==> config.mk <==
export PLATFORM = sky130hd
export DESIGN_NAME = uart_tx_top
export DESIGN_NICKNAME = d
export VERILOG_FILES = /design/src/verilog/uart_cfg_pkg.sv /design/src/verilog/uart_frame_pkg.sv /design/src/verilog/uart_tx_if.sv /design/src/verilog/uart_tx_top.sv /design/src/verilog/tx_shifter.sv /design/src/verilog/transmitter_controller.sv /design/src/verilog/tx_credit_fifo.sv /design/src/verilog/baud_tick_gen.sv
export SDC_FILE = /design/constraint.sdc
export NUM_CORES = 1
export LEC_CHECK = 0
export ABC_AREA = 1
export BUFFER_PORTS_ARGS = -buffer_cell sky130_fd_sc_hd__buf_2
export CORE_ASPECT_RATIO = 0.6
export CORE_MARGIN = 4
export CORE_UTILIZATION = 58
export CTS_BUF_LIST = sky130_fd_sc_hd__clkbuf_2 sky130_fd_sc_hd__clkbuf_4 sky130_fd_sc_hd__clkbuf_8
export DETAILED_ROUTE_END_ITERATION = 10
export PLACE_DENSITY_LB_ADDON = 0.08
export SLEW_MARGIN = 10
export SYNTH_ARGS = -nofsm -noshare
export SYNTH_HDL_FRONTEND = slang
export SYNTH_SLANG_ARGS = --single-unit
==> constraint.sdc <==
create_clock -name clk -period 3.25 [get_ports clk]
set_input_delay 0.4875 -clock clk [delete_from_list [all_inputs] [get_ports clk]]
set_output_delay 0.4875 -clock clk [all_outputs]
set_load 0.02 [all_outputs]
==> src/verilog/uart_cfg_pkg.sv <==
// Line timing and queue sizing constants shared by the UART transmitter RTL and its testbench.
`default_nettype none

package uart_cfg_pkg;

	// Data bits per frame, sent LSB first.
	localparam int DATA_BITS = 8;

	// Width of the data bit counter in the shifter.
	localparam int BIT_CNT_W = $clog2(DATA_BITS);

	// Clock cycles per bit period. Kept small so simulations stay short.
	localparam int CLKS_PER_BIT = 16;

	// Width of the baud divider count.
	localparam int TICK_W = $clog2(CLKS_PER_BIT);

	// Queue slots, equal to the credits a host starts with.
	localparam int FIFO_DEPTH = 4;

	// Queue pointer width.
	localparam int FIFO_AW = $clog2(FIFO_DEPTH);

	// Occupancy counter width, one bit more to hold a full count.
	localparam int FIFO_CNT_W = FIFO_AW + 1;

endpackage

`default_nettype wire
==> src/verilog/uart_frame_pkg.sv <==
// Frame word layout and transmit FSM state encoding used across the UART transmitter.
`default_nettype none

package uart_frame_pkg;

	// One queued frame: the byte plus its framing options.
	typedef struct packed {
		logic                                two_stop;
		logic                                parity_odd;
		logic                                parity_en;
		logic [uart_cfg_pkg::DATA_BITS-1:0]  data;
	} frame_word_t;

	// Transmit FSM states.
	typedef enum logic [2:0] {
		IDLE,
		CTS,
		WAIT,
		TRANS_START,
		TRANS_DATA,
		TRANS_PARITY,
		TRANS_STOP,
		FINISH
	} tx_state_t;

endpackage

`default_nettype wire

==> src/verilog/uart_tx_if.sv <==
// Control and status bundle between the frame FSM and the bit shifter, one per transmitter.
`default_nettype none

interface uart_tx_if;

	// High from TRANS_START through TRANS_STOP.
	logic trans_en;
	// One cycle at the start of each frame.
	logic load;
	uart_frame_pkg::tx_state_t state;
	uart_frame_pkg::frame_word_t frame;

	// Raised in the last cycle of the last data bit.
	logic trans_data_fi;
	// Raised in the last cycle of the last stop bit.
	logic trans_stop_fi;

	modport ctrl (
		output trans_en,
		output load,
		output state,
		output frame,
		input  trans_data_fi,
		input  trans_stop_fi
	);

	modport shift (
		input  load,
		input  state,
		input  frame,
		output trans_data_fi,
		output trans_stop_fi
	);

endinterface

`default_nettype wire

==> src/verilog/uart_tx_top.sv <==
// UART transmit subsystem top; host writes frame words with credits, serial line comes out.
`default_nettype none

module uart_tx_top (
	input  logic                        clk,
	input  logic                        reset_n,
	input  logic                        tx_en_i,
	input  logic                        cts_n_i,
	input  logic                        wr_valid_i,
	input  uart_frame_pkg::frame_word_t wr_data_i,
	output logic                        credit_o,
	output logic                        txd_o,
	output logic                        tx_finish_o
);

	uart_frame_pkg::frame_word_t head_word;

	logic word_avail;
	logic pop;
	logic tick;
	logic tick_d;

	uart_tx_if tx_if ();

	tx_credit_fifo u_tx_credit_fifo (
		.clk          (clk),
		.reset_n      (reset_n),
		.wr_valid_i   (wr_valid_i),
		.wr_data_i    (wr_data_i),
		.pop_i        (pop),
		.word_avail_o (word_avail),
		.head_word_o  (head_word),
		.credit_o     (credit_o)
	);

	// Divider runs only during a frame and realigns at each load.
	baud_tick_gen u_baud_tick_gen (
		.clk       (clk),
		.reset_n   (reset_n),
		.run_i     (tx_if.trans_en),
		.restart_i (tx_if.load),
		.tick_o    (tick),
		.tick_d_o  (tick_d)
	);

	transmitter_controller u_transmitter_controller (
		.clk         (clk),
		.reset_n     (reset_n),
		.tx_en_i     (tx_en_i),
		.cts_n_i     (cts_n_i),
		.start_tx_i  (word_avail),
		.tick_d_i    (tick_d),
		.head_word_i (head_word),
		.pop_o       (pop),
		.tx_finish_o (tx_finish_o),
		.ctl         (tx_if.ctrl)
	);

	tx_shifter u_tx_shifter (
		.clk     (clk),
		.reset_n (reset_n),
		.tick_i  (tick),
		.sh      (tx_if.shift),
		.txd_o   (txd_o)
	);

endmodule

`default_nettype wire

==> src/verilog/tx_shifter.sv <==
// Serial line driver; puts start, data, parity and stop bits of the loaded frame on txd.
`default_nettype none

module tx_shifter (
	input  logic     clk,
	input  logic     reset_n,
	input  logic     tick_i,
	uart_tx_if.shift sh,
	output logic     txd_o
);

	logic [uart_cfg_pkg::DATA_BITS-1:0] shift_q;
	logic [uart_cfg_pkg::BIT_CNT_W-1:0] data_cnt_q;
	logic                               parity_q;
	logic                               two_stop_q;
	logic                               stop_cnt_q;
	logic                               tick_q;
	logic                               in_data;
	logic                               in_stop;
	logic                               line_bit;

	assign in_data = (sh.state == uart_frame_pkg::TRANS_DATA);
	assign in_stop = (sh.state == uart_frame_pkg::TRANS_STOP);

	always_ff @(posedge clk) begin
		if (!reset_n) begin
			tick_q <= 1'b0;
		end else begin
			tick_q <= tick_i;
		end
	end

	// Running parity starts at the odd flag and folds in each bit as it leaves.
	always_ff @(posedge clk) begin
		if (sh.load) begin
			shift_q    <= sh.frame.data;
			parity_q   <= sh.frame.parity_odd;
			two_stop_q <= sh.frame.two_stop;
		end else if (in_data && tick_q) begin
			shift_q  <= shift_q >> 1;
			parity_q <= parity_q ^ shift_q[0];
		end
	end

	// Bit counters advance on tick, one cycle before the period ends.
	always_ff @(posedge clk) begin
		if (!reset_n) begin
			data_cnt_q <= '0;
			stop_cnt_q <= 1'b0;
		end else if (sh.load) begin
			data_cnt_q <= '0;
			stop_cnt_q <= 1'b0;
		end else begin
			if (in_data && tick_i) begin
				data_cnt_q <= data_cnt_q + 1'b1;
			end
			if (in_stop && tick_i) begin
				stop_cnt_q <= ~stop_cnt_q;
			end
		end
	end

	// Done flags fall on the last cycle of the bit.
	always_ff @(posedge clk) begin
		if (!reset_n) begin
			sh.trans_data_fi <= 1'b0;
			sh.trans_stop_fi <= 1'b0;
		end else begin
			sh.trans_data_fi <= tick_i & in_data &
				(data_cnt_q == uart_cfg_pkg::BIT_CNT_W'(uart_cfg_pkg::DATA_BITS - 1));
			sh.trans_stop_fi <= tick_i & in_stop & (stop_cnt_q == two_stop_q);
		end
	end

	always_comb begin
		case (sh.state)
			uart_frame_pkg::TRANS_START:  line_bit = 1'b0;
			uart_frame_pkg::TRANS_DATA:   line_bit = shift_q[0];
			uart_frame_pkg::TRANS_PARITY: line_bit = parity_q;
			default:                      line_bit = 1'b1;
		endcase
	end

	// Registered line, idle high.
	always_ff @(posedge clk) begin
		if (!reset_n) begin
			txd_o <= 1'b1;
		end else begin
			txd_o <= line_bit;
		end
	end

endmodule

`default_nettype wire

==> src/verilog/transmitter_controller.sv <==
// Frame sequencing FSM; waits for clear-to-send and a queued word, then steps through the frame.
`default_nettype none

module transmitter_controller (
	input  logic                        clk,
	input  logic                        reset_n,
	input  logic                        tx_en_i,
	input  logic                        cts_n_i,
	input  logic                        start_tx_i,
	input  logic                        tick_d_i,
	input  uart_frame_pkg::frame_word_t head_word_i,
	output logic                        pop_o,
	output logic                        tx_finish_o,
	uart_tx_if.ctrl                     ctl
);

	uart_frame_pkg::tx_state_t   state_q;
	uart_frame_pkg::tx_state_t   state_d;
	uart_frame_pkg::frame_word_t frame_q;

	logic start_d1_q;
	logic start_d2_q;
	logic cts_ok;
	logic begin_frame;
	logic begin_q;

	assign cts_ok = tx_en_i & ~cts_n_i;

	always_ff @(posedge clk) begin
		if (!reset_n) begin
			state_q <= uart_frame_pkg::IDLE;
		end else begin
			state_q <= state_d;
		end
	end

	// Start strobe seen for two cycles before use.
	always_ff @(posedge clk) begin
		if (!reset_n) begin
			start_d1_q <= 1'b0;
			start_d2_q <= 1'b0;
		end else begin
			start_d1_q <= start_tx_i;
			start_d2_q <= start_d1_q;
		end
	end

	always_comb begin
		state_d = state_q;
		case (state_q)
			uart_frame_pkg::IDLE:
				state_d = tx_en_i ? uart_frame_pkg::CTS : uart_frame_pkg::IDLE;
			uart_frame_pkg::CTS:
				state_d = !cts_n_i ? uart_frame_pkg::WAIT :
					!tx_en_i ? uart_frame_pkg::IDLE : uart_frame_pkg::CTS;
			uart_frame_pkg::WAIT:
				state_d = cts_n_i ? uart_frame_pkg::CTS :
					!tx_en_i ? uart_frame_pkg::IDLE :
					start_d2_q ? uart_frame_pkg::TRANS_START : uart_frame_pkg::WAIT;
			uart_frame_pkg::TRANS_START:
				state_d = tick_d_i ? uart_frame_pkg::TRANS_DATA : uart_frame_pkg::TRANS_START;
			uart_frame_pkg::TRANS_DATA:
				if (ctl.trans_data_fi) begin
					state_d = frame_q.parity_en ? uart_frame_pkg::TRANS_PARITY :
						uart_frame_pkg::TRANS_STOP;
				end
			uart_frame_pkg::TRANS_PARITY:
				state_d = tick_d_i ? uart_frame_pkg::TRANS_STOP : uart_frame_pkg::TRANS_PARITY;
			uart_frame_pkg::TRANS_STOP:
				state_d = ctl.trans_stop_fi ? uart_frame_pkg::FINISH : uart_frame_pkg::TRANS_STOP;
			uart_frame_pkg::FINISH:
				// Back to back frames skip WAIT.
				state_d = (cts_ok & start_d2_q) ? uart_frame_pkg::TRANS_START :
					cts_ok ? uart_frame_pkg::WAIT :
					tx_en_i ? uart_frame_pkg::CTS : uart_frame_pkg::IDLE;
			default:
				state_d = uart_frame_pkg::IDLE;
		endcase
	end

	assign begin_frame = (state_d == uart_frame_pkg::TRANS_START) &&
		(state_q != uart_frame_pkg::TRANS_START);

	always_ff @(posedge clk) begin
		if (!reset_n) begin
			begin_q <= 1'b0;
		end else begin
			begin_q <= begin_frame;
		end
	end

	// Word taken from the queue head as the frame begins.
	always_ff @(posedge clk) begin
		if (begin_frame) begin
			frame_q <= head_word_i;
		end
	end

	assign ctl.trans_en = state_q inside {uart_frame_pkg::TRANS_START,
		uart_frame_pkg::TRANS_DATA, uart_frame_pkg::TRANS_PARITY, uart_frame_pkg::TRANS_STOP};
	assign ctl.load  = begin_q;
	assign ctl.state = state_q;
	assign ctl.frame = frame_q;

	assign pop_o       = begin_q;
	assign tx_finish_o = (state_q == uart_frame_pkg::FINISH);

endmodule

`default_nettype wire

==> src/verilog/tx_credit_fifo.sv <==
// Transmit word queue; the host spends a credit per write and gets one back per freed slot.
`default_nettype none

module tx_credit_fifo (
	input  logic                        clk,
	input  logic                        reset_n,
	input  logic                        wr_valid_i,
	input  uart_frame_pkg::frame_word_t wr_data_i,
	input  logic                        pop_i,
	output logic                        word_avail_o,
	output uart_frame_pkg::frame_word_t head_word_o,
	output logic                        credit_o
);

	uart_frame_pkg::frame_word_t mem [uart_cfg_pkg::FIFO_DEPTH];

	logic [uart_cfg_pkg::FIFO_AW-1:0]    wr_ptr_q;
	logic [uart_cfg_pkg::FIFO_AW-1:0]    rd_ptr_q;
	logic [uart_cfg_pkg::FIFO_CNT_W-1:0] count_q;
	logic                                full;
	logic                                do_wr;
	logic                                do_pop;

	assign full = (count_q == uart_cfg_pkg::FIFO_CNT_W'(uart_cfg_pkg::FIFO_DEPTH));

	// Writes without credit find the queue full and are lost.
	assign do_wr  = wr_valid_i & ~full;
	assign do_pop = pop_i & word_avail_o;

	assign word_avail_o = (count_q != '0);
	assign head_word_o  = mem[rd_ptr_q];

	always_ff @(posedge clk) begin
		if (do_wr) begin
			mem[wr_ptr_q] <= wr_data_i;
		end
	end

	always_ff @(posedge clk) begin
		if (!reset_n) begin
			wr_ptr_q <= '0;
			rd_ptr_q <= '0;
			count_q  <= '0;
		end else begin
			if (do_wr) begin
				wr_ptr_q <= wr_ptr_q + 1'b1;
			end
			if (do_pop) begin
				rd_ptr_q <= rd_ptr_q + 1'b1;
			end
			case ({do_wr, do_pop})
				2'b10: count_q <= count_q + 1'b1;
				2'b01: count_q <= count_q - 1'b1;
				default: count_q <= count_q;
			endcase
		end
	end

	// One credit back, the cycle after each pop.
	always_ff @(posedge clk) begin
		if (!reset_n) begin
			credit_o <= 1'b0;
		end else begin
			credit_o <= do_pop;
		end
	end

endmodule

`default_nettype wire

==> src/verilog/baud_tick_gen.sv <==
// Bit period divider; gives a tick per period while a frame runs, plus a delayed copy.
`default_nettype none

module baud_tick_gen (
	input  logic clk,
	input  logic reset_n,
	input  logic run_i,
	input  logic restart_i,
	output logic tick_o,
	output logic tick_d_o
);

	logic [uart_cfg_pkg::TICK_W-1:0] cnt_q;

	// Count runs down from CLKS_PER_BIT-1 to 0 once per bit.
	// The load cycle stands in for the first count.
	always_ff @(posedge clk) begin
		if (!reset_n) begin
			cnt_q <= '0;
		end else if (!run_i) begin
			cnt_q <= '0;
		end else if (restart_i) begin
			cnt_q <= uart_cfg_pkg::TICK_W'(uart_cfg_pkg::CLKS_PER_BIT - 2);
		end else if (cnt_q == '0) begin
			cnt_q <= uart_cfg_pkg::TICK_W'(uart_cfg_pkg::CLKS_PER_BIT - 1);
		end else begin
			cnt_q <= cnt_q - 1'b1;
		end
	end

	// Tick one cycle early so the delayed copy lands on the bit's last cycle.
	assign tick_o = run_i & (cnt_q == uart_cfg_pkg::TICK_W'(1));

	always_ff @(posedge clk) begin
		if (!reset_n) begin
			tick_d_o <= 1'b0;
		end else begin
			tick_d_o <= tick_o;
		end
	end

endmodule

`default_nettype wire

==> run_results.csv, run 1 <==
group,metric,value,unit
power,switching_share,0.217,
floorplan,floorplan.rows,22,
power,clkPwrFrac,0.344,
synth,synth_top_family_by_area,"simple AND/OR/NAND/NOR gates",
placed_design,place_congestion,0.864,
floorplan,dieArea,7830,µm²
synth,synth_edf_count,65,
floorplan,die_w,112,µm
worst_setup_path,critical_path_peak_fanout,9,
synth,synth_cell_types,29,
finish,insertedDiodeCount,0,
timing,fin_skew,0.0104,ns
routing,drt_iter0_drc,165,
routing,drc,0,
floorplan,core_area,6170,µm²
timing,slew_violations,0,
worst_setup_path,start_kind,"flip-flop",
routing,ant_nets,0,
cts,clock-root-buffer,"clkbuf_8",
global_routing,grt_pass1_vias,2167,
worst_hold_path,hold_start,"wr_data_i[3]",
cts,cts_buffers,9,
worst_setup_path,timing.rr.end,"u_tx_credit_fifo.count_q[2]$_SDFFE_PN0P_",
synth,yosysWarnings,0,
worst_setup_path,end_kind,"flip-flop",
run,maxCapViolCount,0,
cts,post_cts_buffers,0,
synth,synth_most_common_cell,"edfxtp_1",
synth,synth_common_cells,"edfxtp_1, nand2_1, nor2_1, inv_1, o21ai_0",
synth,synth_nets,368,
cts,cts-htree-levels,3,
cts,cts_tree,"done",
cts,clk_transition_reported_paths,0.08,ns
synth,ys_top_cells_by_area,"edfxtp_1, dfxtp_1, nand2_1",
power,vdd_drop_max,454,µV
floorplan,die_h,70.2,µm
finish,syn_to_final_growth,10.1,%
cts,cts_resized,0,
timing,max_freq,492,MHz
cts,clockBufferDepth,2,
worst_setup_path,cp.arrival,2.27,ns
worst_setup_path,critical_path_required,3.49,ns
timing,layout_min_cycle_time,2.03,ns
power,leakagePower,1.61,nW
cts,clock_latency,0.35,ns
finish,post-route-util,0.667,
worst_setup_path,timing.critical_path.from,"u_tx_credit_fifo.count_q[0]$_SDFFE_PN0P_",
global_routing,grt-ovfl-total,0,
worst_setup_path,r2r_setup_slack,1.22,ns
synth,yosysTopAreaCell,"edfxtp_1",
global_routing,grt_pass1_wl,10900,µm
power,power.switching,0.000471,W
placed_design,numPortBuffers,18,
global_routing,track_usage,0.182,
timing,setup-tns-final,0,ns
synth,synth-seq-cells,91,
worst_hold_path,hold_end,"u_tx_credit_fifo.mem[0][3]$_DFFE_PP_",
timing,worst_slew_pin_slew,1.00,ns
finish,nNetsFinal,392,
placed_design,hpwl,4590,µm
synth,synth_seq_area_share,0.662,
synth,synthMuxAreaShare,0,
worst_hold_path,holdPathStages,1,
synth,synth-simple-area-share,0.145,
timing,period_share,0.626,
synth,synth_top_cell_area_share,0.522,
timing,hold_violations,0,
floorplan,start_util,0.606,
power,p_seq_frac,0.601,
routing,wl,6520,µm
finish,drive_gt1_frac,0.148,
synth,synthAdderAreaFrac,0.0355,
cts,ctsHoldBuffers,0,
timing,relSlewSlack,0.330,
placed_design,placed_cells,439,
worst_setup_path,timing.rr.start,"u_tx_credit_fifo.count_q[0]$_SDFFE_PN0P_",
worst_setup_path,reg2regPathDepth,8,
synth,synth_xor_area_frac,0.00938,
power,cellPowerDensity,528,nW/µm²
routing,wire_per_inst,14.3,µm
worst_setup_path,critical_path_class,"reg -> reg",
routing,via_per_inst,5.18,
power,internal_power,0.00170,W
routing,dr.pass1.iters,5,
synth,synth-compound-area-share,0.0948,
finish,stdcell_count,455,
timing,grt_setup_unrepaired,"false",
floorplan,io_pins,19,
synth,syn_area_per_cell,10.9,µm²
global_routing,grt_max_degree,24,
power,combPwrFrac,0.055,
timing,setup_viol,0,
cts,cts.sinks,91,
global_routing,antenna_found_initial,0,
synth,netlist_instances,342,
synth,synth_ff_type,"edfxtp_1",
run_status,status,"finished, final reports clean",
synth,syn_area,3740,µm²
synth,async_flop_share,0,
routing,vias,2359,
worst_hold_path,hp-class,"in -> reg",
logic make-up (layout without fill, tap and decap cells):
group                      Yosys count  count (layout)
AOI/OAI and AO/OA                   63              63
xor gates and xnor gates             4               4
adders and majority gates           10              10
buffers and inverters               48              77
DFF                                 91              91
and+or+nand+nor                    126             126
sequential cells by signal (all words and copies together), names as in the netlist, 2 cells and up:
register                            flops
u_baud_tick_gen.cnt_q                   4
u_tx_shifter.shift_q                    8
u_tx_credit_fifo.rd_ptr_q               2
u_tx_credit_fifo.count_q                3
u_transmitter_controller.ctl.frame     11
u_transmitter_controller.ctl.state      3
u_tx_shifter.data_cnt_q                 3
u_tx_credit_fifo.mem                   44
u_tx_credit_fifo.wr_ptr_q               2
layer usage:
| layer | routed length (µm) | vias to the layer above | GRT usage |
|---|---|---|---|
| met5 | 0 | - | 0 |
| met4 | 57 | 0 | 0.0567 |
| met3 | 354 | 6 | 0.0545 |
| met2 | 2640 | 61 | 0.242 |
| met1 | 3460 | 1085 | 0.282 |
| li1 | - | 1207 | - |
worst max path at each step:
stage	end	slack, ns	cells after the start
floorplan	u_tx_credit_fifo.count_q[2]$_SDFFE_PN0P_	1.40	8
global placement	u_tx_credit_fifo.count_q[2]$_SDFFE_PN0P_	1.33	8
detailed placement	u_tx_credit_fifo.count_q[2]$_SDFFE_PN0P_	1.23	8
CTS	u_tx_credit_fifo.count_q[2]$_SDFFE_PN0P_	1.22	8
global route	u_transmitter_controller.ctl.frame[6]$_DFFE_PP_	1.02	8
finish	u_tx_credit_fifo.count_q[2]$_SDFFE_PN0P_	1.22	8
critical path, cell delays in order, from the launching register on:
cell and delay (ns):
dfxtp_1 0.36, o31ai_4 0.41, ha_1 0.21, inv_1 0.07, fa_1 0.38, a21oi_1 0.16
o21ai_0 0.11, o21ai_0 0.15, a21oi_1 0.05
power groups by stage:
stage               combinational, W  sequential [W]  clock, W
floorplan                  0.0000812         0.00133         0
global placement            0.000119         0.00133         0
detailed placement          0.000120         0.00133         0
CTS                         0.000121         0.00131  0.000772
global route                0.000137         0.00131  0.000826
finish                      0.000119         0.00131  0.000749
layout by cell type, fill, tap and decap left out:
master,netlist,final
buf_4,1,5
nor3_1,1,1
dfxtp_1,26,26
ha_1,9,9
a211oi_1,1,1
nand3_1,8,8
a21oi_1,12,12
nand4_1,3,3
buf_2,0,18
nor2_2,5,5
o31ai_4,1,1
clkinv_1,1,1
clkbuf_8,0,9
o21ai_0,34,34
bufinv_16,0,1
nand2_2,4,4
inv_2,2,2
nor2_1,47,47
xor2_1,2,2
o31ai_1,1,1
nand2_1,54,54
nor2_4,2,2
inv_1,35,35
fa_1,1,1
clkbuf_4,0,2
clkinvlp_4,0,1
xnor2_1,2,2
a31oi_1,3,3
nand2_4,1,1
nand3_2,1,1
edfxtp_1,65,65
o22ai_1,11,11
clkinv_4,0,3
layout make-up:
class	count	area, µm²
well taps	84	105
fillers	486	2050
clock buffers	11	139
repair buffers	23	128
flip-flops and latches	91	2470
multi-input cells	203	1060
clock inverters	5	63.8
inverters	38	143
through the flow:
stage / power (W) / cell area [µm²] / hold slack (ns) / worst slack [ns]
after floorplan: 0.00141 / 3740 / 0.390 / 1.40
after global placement: 0.00145 / 3910 / 0.415 / 1.33
after detailed placement: 0.00145 / 3910 / 0.407 / 1.23
after CTS: 0.00220 / 4120 / 0.327 / 1.22
after global routing: 0.00227 / 4120 / 0.327 / 1.02
final: 0.00217 / 4120 / 0.348 / 1.22
Note: power is estimated with default switching activity, not from simulation.
==> run 2: changes to the inputs <==
--- a/config.mk
+++ b/config.mk
@@ -9,7 +9,7 @@
 export BUFFER_PORTS_ARGS = -buffer_cell sky130_fd_sc_hd__buf_2
 export CORE_ASPECT_RATIO = 0.6
 export CORE_MARGIN = 4
-export CORE_UTILIZATION = 58
+export CORE_UTILIZATION = 57
 export CTS_BUF_LIST = sky130_fd_sc_hd__clkbuf_2 sky130_fd_sc_hd__clkbuf_4 sky130_fd_sc_hd__clkbuf_8
 export DETAILED_ROUTE_END_ITERATION = 10
 export PLACE_DENSITY_LB_ADDON = 0.08
==> constraint.sdc (replaced) <==
create_clock -name clk -period 1.8 [get_ports clk]
set_input_delay 0.27 -clock clk [delete_from_list [all_inputs] [get_ports clk]]
set_output_delay 0.27 -clock clk [all_outputs]
set_load 0.02 [all_outputs]
==> run 2 against run 1 <==
Flip-flop and latch count unchanged. Critical endpoint unchanged. Global-route usage increased by 0.21 points. Register-to-register slack got worse by 1.2 ns. Critical path depth increased by 1. Critical path type unchanged. Worst setup slack got worse by 1.2 ns. Sequential power increased by 80%. Utilization increased by 0.96 points. Power increased by 80%.
==> run_results.csv, run 2 (synthesis results as in run 1) <==
group,metric,value,unit
floorplan,core_area,6220,µm²
worst_hold_path,hold_end,"u_tx_credit_fifo.mem[1][9]$_DFFE_PP_",
cts,clock-root-buffer,"clkbuf_8",
power,clkPwrFrac,0.334,
worst_setup_path,reg2regPathDepth,9,
global_routing,antenna_found_initial,0,
timing,hold_slack,0.127,ns
finish,final_cell_area,4210,µm²
worst_setup_path,cpPeakStageDelay,0.34,ns
power,power.switching,0.000963,W
finish,seq_area,2480,µm²
routing,wl,6700,µm
floorplan,die_w,113,µm
routing,dr.pass1.iters,4,
floorplan,io_pins,19,
placed_design,placed_cells,446,
timing,layout_min_cycle_time,1.74,ns
power,leakagePower,1.65,nW
power,internal_power,0.00296,W
worst_setup_path,crit_slowest_cell,"fa_2",
cts,ctsHoldBuffers,0,
finish,insertedDiodeCount,0,
cts,cts_buffers,9,
worst_setup_path,end_kind,"flip-flop",
cts,clk_transition_reported_paths,0.10,ns
finish,stdcell_count,464,
run,maxCapViolCount,0,
timing,grt_setup_unrepaired,"true",
worst_setup_path,timing.rr.end,"u_tx_credit_fifo.count_q[2]$_SDFFE_PN0P_",
floorplan,start_util,0.601,
power,combPwrFrac,0.064,
finish,nFillCells,496,
run_status,status,"finished, final reports clean",
worst_hold_path,hp-class,"in -> reg",
timing,setup_viol,0,
global_routing,grt_pass1_wl,11400,µm
finish,syn_to_final_growth,12.7,%
timing,setup-tns-final,0,ns
finish,nNetsFinal,401,
floorplan,floorplan.rows,22,
timing,setup_ws,0.0572,ns
worst_setup_path,critical_path_class,"reg -> reg",
worst_setup_path,start_kind,"flip-flop",
worst_setup_path,timing.rr.start,"u_tx_credit_fifo.count_q[2]$_SDFFE_PN0P_",
worst_setup_path,r2r_setup_slack,0.06,ns
finish,final_common_cell,"edfxtp_1",
timing,relSlewSlack,0.542,
finish,largest_reg_flops,44,
cts,cts_tree,"done",
routing,ant_nets,0,
placed_design,hpwl,4720,µm
routing,drt_iter0_drc,176,
placed_design,dpl_cell_area,3980,µm²
timing,fin_skew,0.0115,ns
finish,regMostFlops,"u_tx_credit_fifo.mem",
power,cellPowerDensity,931,nW/µm²
worst_hold_path,holdPathStages,1,
timing,hold_violations,0,
worst_hold_path,hold_start,"wr_data_i[9]",
power,p_seq_frac,0.602,
finish,drive_gt1_frac,0.208,
routing,drc,0,
global_routing,grt_pass1_vias,2351,
worst_setup_path,critical_path_required,2.05,ns
timing,max_freq,574,MHz
finish,final_cell_mix,"edfxtp_1, nand2_1, nor2_1",
power,switching_share,0.245,
global_routing,track_usage,0.184,
cts,cts.sinks,91,
timing,worst_slew_pin_slew,0.686,ns
routing,vias,2426,
worst_setup_path,critical_path_peak_fanout,3,
global_routing,grt_max_degree,24,
placed_design,place_congestion,0.807,
worst_setup_path,cp.arrival,2.00,ns
placed_design,numPortBuffers,18,
worst_setup_path,path_cells,"inv_2, o31ai_4, ha_2, inv_2, fa_2, a21oi_2, o21ai_1, o21ai_1, a21oi_1",
cts,clock_latency,0.35,ns
cts,clockBufferDepth,2,
floorplan,dieArea,7960,µm²
global_routing,grt-ovfl-total,0,
routing,wire_per_inst,14.4,µm
placed_design,dp_slack,-0.0395,ns
finish,multi_input_area,1090,µm²
cts,cts-htree-levels,3,
timing,slew_violations,0,
timing,period_share,0.968,
routing,via_per_inst,5.23,
power,vdd_drop_max,668,µV
floorplan,die_h,70.7,µm
==> run 2: how the worst max path moves through the flow <==
stage	start	endpoint	slack, ns	cells after the start
after floorplan	u_tx_credit_fifo.count_q[2]$_SDFFE_PN0P_	u_tx_credit_fifo.count_q[2]$_SDFFE_PN0P_	0.01	9
after global placement	u_tx_credit_fifo.count_q[2]$_SDFFE_PN0P_	u_tx_credit_fifo.count_q[2]$_SDFFE_PN0P_	-0.006	9
after detailed placement	u_tx_credit_fifo.wr_ptr_q[0]$_SDFFE_PN0P_	u_tx_credit_fifo.mem[0][5]$_DFFE_PP_	-0.04	4
after CTS	u_tx_credit_fifo.wr_ptr_q[0]$_SDFFE_PN0P_	u_tx_credit_fifo.mem[2][5]$_DFFE_PP_	-0.03	4
after global routing	u_tx_credit_fifo.count_q[1]$_SDFFE_PN0P_	u_tx_credit_fifo.count_q[2]$_SDFFE_PN0P_	-0.07	11
final	u_tx_credit_fifo.count_q[2]$_SDFFE_PN0P_	u_tx_credit_fifo.count_q[2]$_SDFFE_PN0P_	0.06	9
==> run 2: metal layers <==
layer | vias to the layer above | track usage | wire length (µm) | part of all wire
li1 | 1230 | - | - | -
met1 | 1129 | 0.277 | 3390 | 0.51
met2 | 60 | 0.258 | 2780 | 0.41
met3 | 7 | 0.0521 | 456 | 0.068
met4 | 0 | 0.0573 | 70 | 0.010
met5 | - | 0 | 0 | 0
==> run 2: cell type report <==
cell class | instances | area share
repair buffers | 32 | 0.0493
inverters | 38 | 0.0339
clock inverters | 7 | 0.0154
clock buffers | 9 | 0.0294
multi-input cells | 203 | 0.258
flip-flops and latches | 91 | 0.589
well taps | 84 | 0.0250
==> run 2: critical path: cells and delay by family, from the launching register on <==
kind | cells | cell delay (ns)
flops | 1 | 0.33
compound gates | 5 | 0.64
buf+inv | 2 | 0.10
fa+ha+maj | 2 | 0.56
==> run 2: what timing repair did <==
| action | 4_1_cts | 5_1_grt |
|---|---|---|
| resized for setup | 4 | 9 |
| pin swaps | 2 | 1 |
| setup buffers | 1 | 1 |
| cloned | 0 | 0 |
| setup endpoints to repair | 30 | 45 |
==> run 2: metrics by stage <==
step | total power, W | utilization
final | 0.00392 | 0.677
after global routing | 0.00410 | 0.677
after CTS | 0.00395 | 0.673
after detailed placement | 0.00265 | 0.640
after global placement | 0.00264 | 0.640
after floorplan | 0.00254 | -
==> run 2: power groups by stage <==
stage | logic (W) | clock network (W) | registers (W)
3_3_place_gp | 0.000235 | 0 | 0.00241
3_5_place_dp | 0.000240 | 0 | 0.00241
2_1_floorplan | 0.000148 | 0 | 0.00240
6_report | 0.000251 | 0.00131 | 0.00236
4_1_cts | 0.000246 | 0.00134 | 0.00236
5_1_grt | 0.000287 | 0.00145 | 0.00237
